===== config.mk =====
export PLATFORM = sky130hd
export DESIGN_NAME = bconv_top
export DESIGN_NICKNAME = d
export VERILOG_FILES = /design/src/hw/bconv_pkg.sv /design/src/hw/bconv_top.sv /design/src/hw/row_writer.sv /design/src/hw/window_match.sv /design/src/hw/row_fetch.sv
export VERILOG_INCLUDE_DIRS = /design/src /design/src/include
export SDC_FILE = /design/constraint.sdc
export NUM_CORES = 1
export LEC_CHECK = 0
export ABC_AREA = 1
export BUFFER_PORTS_ARGS = -buffer_cell sky130_fd_sc_hd__buf_2
export CAP_MARGIN = 0
export CELL_PAD_IN_SITES_DETAIL_PLACEMENT = 2
export CELL_PAD_IN_SITES_GLOBAL_PLACEMENT = 2
export CORE_MARGIN = 1
export CORE_UTILIZATION = 33
export CTS_CLUSTER_SIZE = 20
export DETAILED_ROUTE_END_ITERATION = 12
export PLACE_DENSITY_LB_ADDON = 0.1
export SYNTH_ARGS = -nofsm -noshare
export SYNTH_HDL_FRONTEND = slang
export SYNTH_SLANG_ARGS = --single-unit

===== constraint.sdc =====
create_clock -name clk -period 2.1 [get_ports clk]
set_input_delay 0.315 -clock clk [delete_from_list [all_inputs] [get_ports clk]]
set_output_delay 0.315 -clock clk [all_outputs]
set_load 0.03 [all_outputs]

===== src/include/bconv_settings.svh =====
// shared widths, addresses and limits for the binary convolution engine; include where needed
`ifndef BCONV_SETTINGS_SVH
`define BCONV_SETTINGS_SVH

// ======================================================================
// widths
// ======================================================================

// memory address width
`define BCONV_ADDR_W 12
// memory word, one image row
`define BCONV_WORD_W 16
// column index within a row
`define BCONV_COL_W 4
// 3x3 kernel, bit 3*r+c
`define BCONV_KERNEL_W 9

// ======================================================================
// memory map and limits
// ======================================================================

// kernel lives at weight address 1, dims word at 0 is ignored
`define BCONV_KERNEL_ADDR 1
// rows word that ends a run
`define BCONV_END_MARKER 16'h00FF
// at least this many agreeing bits gives a 1
`define BCONV_MAJORITY 5

`endif

===== src/hw/bconv_pkg.sv =====
// types shared by the convolution engine modules; import inside a module body or use scoped
`include "bconv_settings.svh"

package bconv_pkg;

	// memory address
	typedef logic [`BCONV_ADDR_W-1:0] addr_t;
	// memory word or image row
	typedef logic [`BCONV_WORD_W-1:0] word_t;
	// column index inside a row
	typedef logic [`BCONV_COL_W-1:0] col_t;
	// kernel or 3x3 window, bit 3*r+c
	typedef logic [`BCONV_KERNEL_W-1:0] kernel_t;
	// agreement count 0..9
	typedef logic [$clog2(`BCONV_KERNEL_W+1)-1:0] count_t;

	// row_fetch control states
	typedef enum logic [2:0] {
		idle,
		read_rows,
		read_cols,
		read_kernel,
		fill,
		sweep,
		next_row,
		drain
	} fetch_state_t;

endpackage


===== src/hw/bconv_top.sv =====
// top level of the binary 3x3 convolution engine; connects fetch, match and writer to memories
`timescale 1ns/1ns

module bconv_top (
	input logic clk,
	input logic reset_b,
	input logic dut_run,
	output logic dut_busy,
	output bconv_pkg::addr_t dut_sram_read_address,
	input bconv_pkg::word_t sram_dut_read_data,
	output bconv_pkg::addr_t dut_wmem_read_address,
	input bconv_pkg::word_t wmem_dut_read_data,
	output bconv_pkg::addr_t dut_sram_write_address,
	output bconv_pkg::word_t dut_sram_write_data,
	output logic dut_sram_write_enable
);
	import bconv_pkg::*;

	// fetch -> match
	kernel_t kernel;
	kernel_t window;
	col_t window_col;
	logic window_valid;
	logic row_end;
	addr_t out_addr;

	// match -> writer
	logic bit_value;
	col_t bit_col;
	logic bit_valid;
	logic bit_row_end;
	addr_t bit_addr;

	// writer -> fetch, holds drain
	logic matrix_done_pending;

	// input side, memory reads and window sweep
	row_fetch row_fetch_i (
		.clk(clk),
		.reset_b(reset_b),
		.dut_run(dut_run),
		.sram_dut_read_data(sram_dut_read_data),
		.wmem_dut_read_data(wmem_dut_read_data),
		.matrix_done_pending(matrix_done_pending),
		.dut_busy(dut_busy),
		.dut_sram_read_address(dut_sram_read_address),
		.dut_wmem_read_address(dut_wmem_read_address),
		.kernel(kernel),
		.window(window),
		.window_col(window_col),
		.window_valid(window_valid),
		.row_end(row_end),
		.out_addr(out_addr)
	);

	// two-stage majority decision
	window_match window_match_i (
		.clk(clk),
		.reset_b(reset_b),
		.kernel(kernel),
		.window(window),
		.window_col(window_col),
		.window_valid(window_valid),
		.row_end(row_end),
		.out_addr(out_addr),
		.bit_value(bit_value),
		.bit_col(bit_col),
		.bit_valid(bit_valid),
		.bit_row_end(bit_row_end),
		.bit_addr(bit_addr)
	);

	// output row assembly and write
	row_writer row_writer_i (
		.clk(clk),
		.reset_b(reset_b),
		.bit_value(bit_value),
		.bit_col(bit_col),
		.bit_valid(bit_valid),
		.bit_row_end(bit_row_end),
		.bit_addr(bit_addr),
		.dut_sram_write_address(dut_sram_write_address),
		.dut_sram_write_data(dut_sram_write_data),
		.dut_sram_write_enable(dut_sram_write_enable),
		.matrix_done_pending(matrix_done_pending)
	);

endmodule


===== src/hw/row_writer.sv =====
// output side: collects decision bits into a row word and writes it once per output row
`timescale 1ns/1ns

module row_writer (
	input logic clk,
	input logic reset_b,
	input logic bit_value,
	input bconv_pkg::col_t bit_col,
	input logic bit_valid,
	input logic bit_row_end,
	input bconv_pkg::addr_t bit_addr,
	output bconv_pkg::addr_t dut_sram_write_address,
	output bconv_pkg::word_t dut_sram_write_data,
	output logic dut_sram_write_enable,
	output logic matrix_done_pending
);
	import bconv_pkg::*;

	// row under assembly, unused high bits stay zero
	word_t row_q;
	word_t row_next;
	// some bits of the current row already taken
	logic row_open;

	always_comb begin
		row_next = row_q;
		row_next[bit_col] = bit_value;
	end

	always_ff @(posedge clk or negedge reset_b) begin
		if (!reset_b) begin
			row_q <= '0;
			row_open <= 1'b0;
			dut_sram_write_enable <= 1'b0;
		end else begin
			dut_sram_write_enable <= bit_valid && bit_row_end;
			if (bit_valid) begin
				// row end clears for the next row
				if (bit_row_end) begin
					row_q <= '0;
					row_open <= 1'b0;
				end else begin
					row_q <= row_next;
					row_open <= 1'b1;
				end
			end
		end
	end

	// write word and address, taken on the row end bit
	always_ff @(posedge clk) begin
		if (bit_valid && bit_row_end) begin
			dut_sram_write_data <= row_next;
			dut_sram_write_address <= bit_addr;
		end
	end

	// busy with a row: bits taken, one arriving, or its write going out
	assign matrix_done_pending = row_open || bit_valid || dut_sram_write_enable;

endmodule


===== src/hw/window_match.sv =====
// processing part: pipelined agreement count of window against kernel with majority decision
`timescale 1ns/1ns
`include "bconv_settings.svh"

module window_match (
	input logic clk,
	input logic reset_b,
	input bconv_pkg::kernel_t kernel,
	input bconv_pkg::kernel_t window,
	input bconv_pkg::col_t window_col,
	input logic window_valid,
	input logic row_end,
	input bconv_pkg::addr_t out_addr,
	output logic bit_value,
	output bconv_pkg::col_t bit_col,
	output logic bit_valid,
	output logic bit_row_end,
	output bconv_pkg::addr_t bit_addr
);
	import bconv_pkg::*;

	// matching bits in one kernel row, 0..3
	function automatic logic [1:0] row_agree(input logic [2:0] w, input logic [2:0] k);
		logic [2:0] same;
		same = ~(w ^ k);
		return {1'b0, same[0]} + {1'b0, same[1]} + {1'b0, same[2]};
	endfunction

	// ======================================================================
	// stage 1, per-row counts
	// ======================================================================

	logic [1:0] s1_count [0:2];
	logic s1_valid;
	logic s1_row_end;
	col_t s1_col;
	addr_t s1_addr;

	always_ff @(posedge clk or negedge reset_b) begin
		if (!reset_b) begin
			s1_valid <= 1'b0;
			bit_valid <= 1'b0;
		end else begin
			s1_valid <= window_valid;
			bit_valid <= s1_valid;
		end
	end

	// counts and tags follow the valid bits
	always_ff @(posedge clk) begin
		for (int r = 0; r < 3; r++) begin
			s1_count[r] <= row_agree(window[3*r +: 3], kernel[3*r +: 3]);
		end
		s1_col <= window_col;
		s1_row_end <= row_end;
		s1_addr <= out_addr;
	end

	// ======================================================================
	// stage 2, sum and threshold
	// ======================================================================

	count_t agree_sum;

	assign agree_sum = count_t'(s1_count[0]) + count_t'(s1_count[1]) + count_t'(s1_count[2]);

	always_ff @(posedge clk) begin
		// majority of nine
		bit_value <= (agree_sum >= count_t'(`BCONV_MAJORITY));
		bit_col <= s1_col;
		bit_row_end <= s1_row_end;
		bit_addr <= s1_addr;
	end

endmodule


===== src/hw/row_fetch.sv =====
// input side of the engine that reads matrices and the kernel and sweeps 3x3 windows over three rows
`timescale 1ns/1ns
`include "bconv_settings.svh"

module row_fetch (
	input logic clk,
	input logic reset_b,
	input logic dut_run,
	input bconv_pkg::word_t sram_dut_read_data,
	input bconv_pkg::word_t wmem_dut_read_data,
	input logic matrix_done_pending,
	output logic dut_busy,
	output bconv_pkg::addr_t dut_sram_read_address,
	output bconv_pkg::addr_t dut_wmem_read_address,
	output bconv_pkg::kernel_t kernel,
	output bconv_pkg::kernel_t window,
	output bconv_pkg::col_t window_col,
	output logic window_valid,
	output logic row_end,
	output bconv_pkg::addr_t out_addr
);
	import bconv_pkg::*;

	// ======================================================================
	// state and counters
	// ======================================================================

	fetch_state_t state;
	// address presented to input memory with data back one cycle later
	addr_t in_addr;
	// current sweep column and output row within the matrix
	col_t col;
	col_t row_idx;
	// which of the three rows is being loaded
	logic [1:0] fill_cnt;

	// sweep limits rows-3 and cols-3
	col_t last_row;
	col_t last_col;
	// the three input rows under the window
	word_t row_q [0:2];

	// size word minus three gives the last window index
	col_t size_m3;
	logic end_seen;

	assign size_m3 = sram_dut_read_data[`BCONV_COL_W-1:0] - col_t'(3);
	assign end_seen = (sram_dut_read_data == word_t'(`BCONV_END_MARKER));

	// input address straight from counter
	assign dut_sram_read_address = in_addr;
	// only the kernel word is ever read
	assign dut_wmem_read_address = addr_t'(`BCONV_KERNEL_ADDR);

	// ======================================================================
	// control
	// ======================================================================

	always_ff @(posedge clk or negedge reset_b) begin
		if (!reset_b) begin
			state <= idle;
			dut_busy <= 1'b0;
			in_addr <= '0;
			out_addr <= '0;
			col <= '0;
			row_idx <= '0;
			fill_cnt <= '0;
		end else begin
			case (state)
				idle: begin
					out_addr <= '0;
					col <= '0;
					row_idx <= '0;
					// address 0 already presented so step to the cols word on start
					if (dut_run) begin
						in_addr <= addr_t'(1);
						dut_busy <= 1'b1;
						state <= read_rows;
					end else begin
						in_addr <= '0;
					end
				end
				read_rows: begin
					// rows word on the bus now
					if (end_seen) begin
						state <= drain;
					end else begin
						in_addr <= in_addr + addr_t'(1);
						state <= read_cols;
					end
				end
				read_cols: begin
					// first row address stays presented one more cycle
					state <= read_kernel;
				end
				read_kernel: begin
					in_addr <= in_addr + addr_t'(1);
					fill_cnt <= '0;
					state <= fill;
				end
				fill: begin
					// third row in and the address now points at the next row
					if (fill_cnt == 2'd2) begin
						state <= sweep;
					end else begin
						in_addr <= in_addr + addr_t'(1);
						fill_cnt <= fill_cnt + 2'd1;
					end
				end
				sweep: begin
					if (col == last_col) begin
						col <= '0;
						out_addr <= out_addr + addr_t'(1);
						// after the last output row in_addr sits on the next rows word
						if (row_idx == last_row) begin
							row_idx <= '0;
							in_addr <= in_addr + addr_t'(1);
							state <= read_rows;
						end else begin
							state <= next_row;
						end
					end else begin
						col <= col + col_t'(1);
					end
				end
				next_row: begin
					in_addr <= in_addr + addr_t'(1);
					row_idx <= row_idx + col_t'(1);
					state <= sweep;
				end
				drain: begin
					// wait for the last row to leave the writer
					if (!matrix_done_pending) begin
						dut_busy <= 1'b0;
						in_addr <= '0;
						out_addr <= '0;
						state <= idle;
					end
				end
				default: state <= idle;
			endcase
		end
	end

	// ======================================================================
	// sizes, kernel and row registers
	// ======================================================================

	always_ff @(posedge clk) begin
		case (state)
			read_rows: last_row <= size_m3;
			read_cols: last_col <= size_m3;
			read_kernel: kernel <= wmem_dut_read_data[`BCONV_KERNEL_W-1:0];
			fill: row_q[fill_cnt] <= sram_dut_read_data;
			next_row: begin
				// rows move up and the new row enters at the bottom
				row_q[0] <= row_q[1];
				row_q[1] <= row_q[2];
				row_q[2] <= sram_dut_read_data;
			end
			default: ;
		endcase
	end

	// window bit 3*r+c is row r and column col+c
	always_comb begin
		col_t pos;
		window = '0;
		for (int r = 0; r < 3; r++) begin
			for (int c = 0; c < 3; c++) begin
				pos = col + col_t'(c);
				window[3*r+c] = row_q[r][pos];
			end
		end
	end

	assign window_col = col;
	assign window_valid = (state == sweep);
	assign row_end = window_valid && (col == last_col);

endmodule


* Word level (Yosys, flattened, before mapping)
Memory sizes are Yosys's and may differ from the RTL's.
Index checks and enable logic that the tools add are counted.
Widths: inputs -> output; s select.
** Storage, ports and cells
- Register bits after elaboration :: 138
- Bits in writable memories :: 54
- Memories :: 2
** Operators by class
- Magnitude comparators :: 6
- Reduce and logical (&&, ||, !) cells :: 20
- Bitwise gates (word level) :: 6
- Muxes and demuxes :: 56
- Equal/unequal tests :: 18
- Add/subtract/negate cells :: 15
** Memories
- row_fetch_i.row_q :: depth 3, bits a word 16, read ports 3, clocked after Yosys merged registers in 0, write ports 3, RTL line row_fetch.sv:41 : word_t row_q [0:2];
- window_match_i.s1_count :: depth 3, bits a word 2, read ports 3, clocked after Yosys merged registers in 0, write ports 3, RTL line window_match.sv:33 : logic [1:0] s1_count [0:2];
** Operator list (number)
- $mux 12 :: 6
- $pmux 12 s6 :: 1
- $bmux 1 s4 :: 9
- $pmux 12 s3 :: 1
- $mux 16 :: 2
- $add 12x1->12 const B :: 2
- $pmux 3 s8 :: 1
- $lt 4x5->1 const B :: 4
- $mux 1 :: 19
- $mux 3 :: 6
- $bwmux 16 :: 1
- $eq 16x8->1 const B :: 1
- $reduce_or 16->1 :: 1
- $eq 3x3->1 const B :: 4
- $mux 4 :: 3
- $ne 2x2->1 const B :: 6
- $pmux 4 s3 :: 1
- $not 3->3 :: 3
- $reduce_and 3->1 :: 3
- $xor 3x3->3 :: 3
- $add 4x1->4 const B :: 2
- $eq 4x4->1 :: 2
- $pmux 4 s2 :: 1
- $add 1x1->2 :: 3
- 26 further kinds :: 36

* Logic depth before layout (Yosys ltp)
- Depth after elaboration :: 7
- Mapped depth :: 13
- Mapped depth without buffers :: 11

* Cells and area by module
Synthesis repeated with hierarchy kept, for this count alone.
** Second synthesis, totals
- Cell total of the unflattened synthesis :: 1068
- Area, all modules :: 9407.8 µm²
** By module, submodules not included
- row_fetch :: cells an instance 795, instances 1, seq. area each 2902.8 µm², area an instance 6264.8 µm²
- row_writer :: cells an instance 197, instances 1, seq. area each 1291.2 µm², area an instance 1993.2 µm²
- window_match :: cells an instance 76, instances 1, seq. area each 870.8 µm², area an instance 1149.9 µm²

* Worst setup path before layout
OpenSTA, ideal clock, no wires.
- Path type :: register -> register
- Start point :: register row_fetch_i.col[1] (netlist: row_fetch_i.window_col[1])
- End point :: memory window_match_i.s1_count[1][0] (netlist: window_match_i.s1_count[0][2])
- Buffers on the path :: 2
- Setup slack :: 16 ps
- Arrival :: 1953 ps
- Period minus slack after synthesis :: 2084 ps
- Cell stages (with the launch flop) :: 11
- Cell sequence :: dfrtp_1 -> ha_1 -> clkbuf_2 -> buf_1 -> o211ai_1 -> nand3_1 -> nand3_1 -> nand2_1 -> nand2_1 -> nand2_1 -> fa_1
** RTL lines
- start: declaration :: RTL line row_fetch.sv:32 : col_t col;
- start signal: assignment :: RTL line row_fetch.sv:123 : col <= col + col_t'(1);
- end: declaration :: RTL line window_match.sv:33

==> results.md <==
* Worst Path Max Fanout at 18
* Antenna Cells at 0
* Actual slew at the worst max-slew pin at 557.2 ps
* Antenna violations before repair at 0
* Overall power at 16.21 mW
* Maximum vdd drop at 0.6057 mV
* Initial drt markers at 396
* Share of layout cells above drive strength 1 at 17.27%
* Worst skew pair latency at 460 ps
* Worst EP arrival at 2420 ps
* Fin. max-slew vios at 0
* DIE WIDTH at 169.3 um
* Routed via count at 7623
* Hold WC Path Type: input pin to flip-flop
* Post-route ant nets at 0
* Hold Startpoint: wmem_dut_read_data[5]
* Setup WS post-layout at 15.66 ps
* RSZ-0062 raised after global routing: true
* Layout Skew at 20.26 ps
* Global-route wire length before repair at 45110 um
* Cells along the critical path: buf_8, buf_4, nor2_1, nor2_2, o21ai_1, nand3_1, nand3_2, nand2_1, nand2_1, nand2_1, fa_1
* Critical path origin: row_fetch_i.window_col[0]
* Depth of the worst hold-timing path at 1
* Max Cap Viol at 0
* Mapped Avg Cell Area at 8.579 um^2
* Most used cell, CP: nand2_1
* Seq cells post-synth at 192
* Initial Util at 34.00%
* IO Port Bufs at 69
* Commonest non-fill, non-tap cell in the layout: nand2_1
* Yosys cell types at 37
* Rel. slew slack at 62.80%
* Gate Count Post-Synth at 1077
* Post-route DRC at 0
* Final worst path period share at 99.25%
* Htree depth at 4
* WP data required at 2440 ps
* CORE AREA at 27180 um^2
* Critical Path Sink Type: flip-flop
* Vias in the first global route at 8148
* Status: finished, final reports clean
* Core Rows at 60
* Fin area at 11120 um^2
* Filler cell count at 3047
* Layout overhead on the synthesized area at 20.35%
* Hpwl dp at 20640 um
* Final setup violating endpoints at 0
* Vias per cell at 4.871
* Critical setup path kind: flip-flop to flip-flop
* Routed wire per std cell at 18.22 um
* Gr usage total at 20.61%
* Clock tree from TritonCTS: built
* Largest net degree at the start of global routing at 45
* Total CTS buffers at 17
* Die Ht at 169.3 um
* Pwr dens at 1457 nW/um^2
* Post-Syn Area at 9240 um^2
* Setup TNS at 0 ps
* Nets at 1234
* Worst-path clk slew at 80 ps
* Slowest cell on crit path: dfrtp_2
* Root Buffer: clkbuf_16
* Synthesis warning total at 0
* Routability cong. at 0.7815
* Grt total ovfl at 0
* IO Pins at 89
* Clock Path Buffers at 2
* DP Worst Slack at -94.89 ps
* Most frequent cells in the layout: nand2_1 (330), inv_1 (120), nand3_1 (112), edfxtp_1 (93), buf_2 (69)
* Pleak at 5.203 nW
* R2R depth at 11
* 1st-pass router iterations at 4
* Area after DPL at 10240 um^2
* Crit path launch type: flip-flop
* Fin. Hold Viols at 0
* Largest stage delay, worst path at 460 ps
* Seq/Total Area, Yosys at 54.81%
* Crit path time final at 2084 ps
* Fmax achieved at 479.8 MHz
* Total die area at 28670 um^2
* Final wirelength at 28510 um
* Worst R2R Start: row_fetch_i.window_col[0]
* Clock sink count at 192
==> path summary, 6_finish.rpt <==
check,endpoint,slack (ps)
max in group asynchronous,row_fetch_i.dut_sram_read_address[4],1260
hold / removal,row_fetch_i.kernel[5],30
setup / recovery,window_match_i.s1_count[0][0],20
setup reg to reg,window_match_i.s1_count[0][0],20
hold reg to reg,window_match_i.bit_col[0],330
min in group asynchronous,row_writer_i.row_q[14],430
==> metal layers <==
metal  vias to the layer above  share of wire, %  global-route usage (%)
li1                       3686                 -                       -
met1                      3800                48                   27.84
met2                       115                48                   34.55
met3                        22               3.1                   3.078
met4                         0               1.2                   5.210
met5                         -                 0                       0
==> cell type report <==
type	instances	area [um^2]	share of cell area (%)
Clock buffer	17	425.4	3.825
Clock inverter	15	190.2	1.710
Inverter	131	501.7	4.512
Multi-Input combinational cell	717	3587	32.26
Sequential cell	192	5067	45.57
Tap cell	372	465.4	4.185
Timing Repair Buffer	121	883.3	7.943
==> sequential cells by signal, summed over array words and instances, names as in the netlist, 12 cells and up <==
register and flops:
row_fetch_i.dut_sram_read_address 12, window_match_i.bit_addr 12, row_writer_i.row_q 16, row_fetch_i.row_q 48, row_writer_i.dut_sram_write_address 12, row_fetch_i.out_addr 12
row_writer_i.dut_sram_write_data 16, window_match_i.s1_addr 12
==> cell families after synthesis <==
group | count (synthesis) | share of synthesized area [%]
AND/OR/NAND/NOR | 552 | 25.06
flip-flops | 192 | 54.81
buffers and inverters | 178 | 8.314
AO/OA/AOI/OAI | 118 | 7.150
adder cells (fa/ha/maj) | 19 | 2.979
XOR/XNOR | 16 | 1.598
other | 2 | 0.08128
==> power by group <==
part	total, mW	switching, mW	internal [mW]
Sequential	5.38	0.542	4.84
Combinational	7.37	4.76	2.61
Clock	3.46	1.80	1.66
==> synthesized netlist by cell type (all sizes together) <==
cell	number	area (um^2)
o211ai	16	120.1
nor2	68	260.3
dfrtp	58	1451
and3	1	6.260
nand2	339	1300
o21bai	2	15.01
nand3b	5	37.54
ha	14	175.2
fa	5	100.1
xnor2	4	42.55
nor4	2	12.51
conb	2	7.510
xor2	12	105.1
dfxtp	41	820.8
or2	3	18.77
inv	131	494.2
o22ai	20	125.1
o21ai	67	335.3
nor3	3	20.02
nand3	127	635.6
nand4	4	25.02
buf	32	216.5
edfxtp	93	2793
clkbuf	15	57.55
a21oi	13	65.06
==> stage by stage <==
stage | hold slack (ps) | cells | utilization, %
finish | 33.54 | 1565 | 40.92
global route | 14.21 | 1565 | 40.92
CTS | 8.360 | 1560 | 40.26
detailed placement | 314.3 | 1526 | 37.68
global placement | 310.8 | 1526 | 37.68
floorplan | 19.41 | 1087 | -
==> worst max-delay path: cells and delay by family (launching register included) <==
family | cells | cell delay [ps]
AND/OR/NAND/NOR | 7 | 660
flip-flops | 1 | 460
AO/OA/AOI/OAI | 1 | 70
buffers and inverters | 2 | 370
adder cells (fa/ha/maj) | 1 | 420
==> what timing repair did <==
action                     4_1_cts  5_1_grt
setup endpoints to repair       18       18
hold endpoints to repair        58        0
pin swaps                        0        5
hold buffers                     1        0
gates cloned                     0        2
gates resized for setup         17       34
buffers inserted                 1        3
No activity file was read; power rests on OpenSTA's default activity.
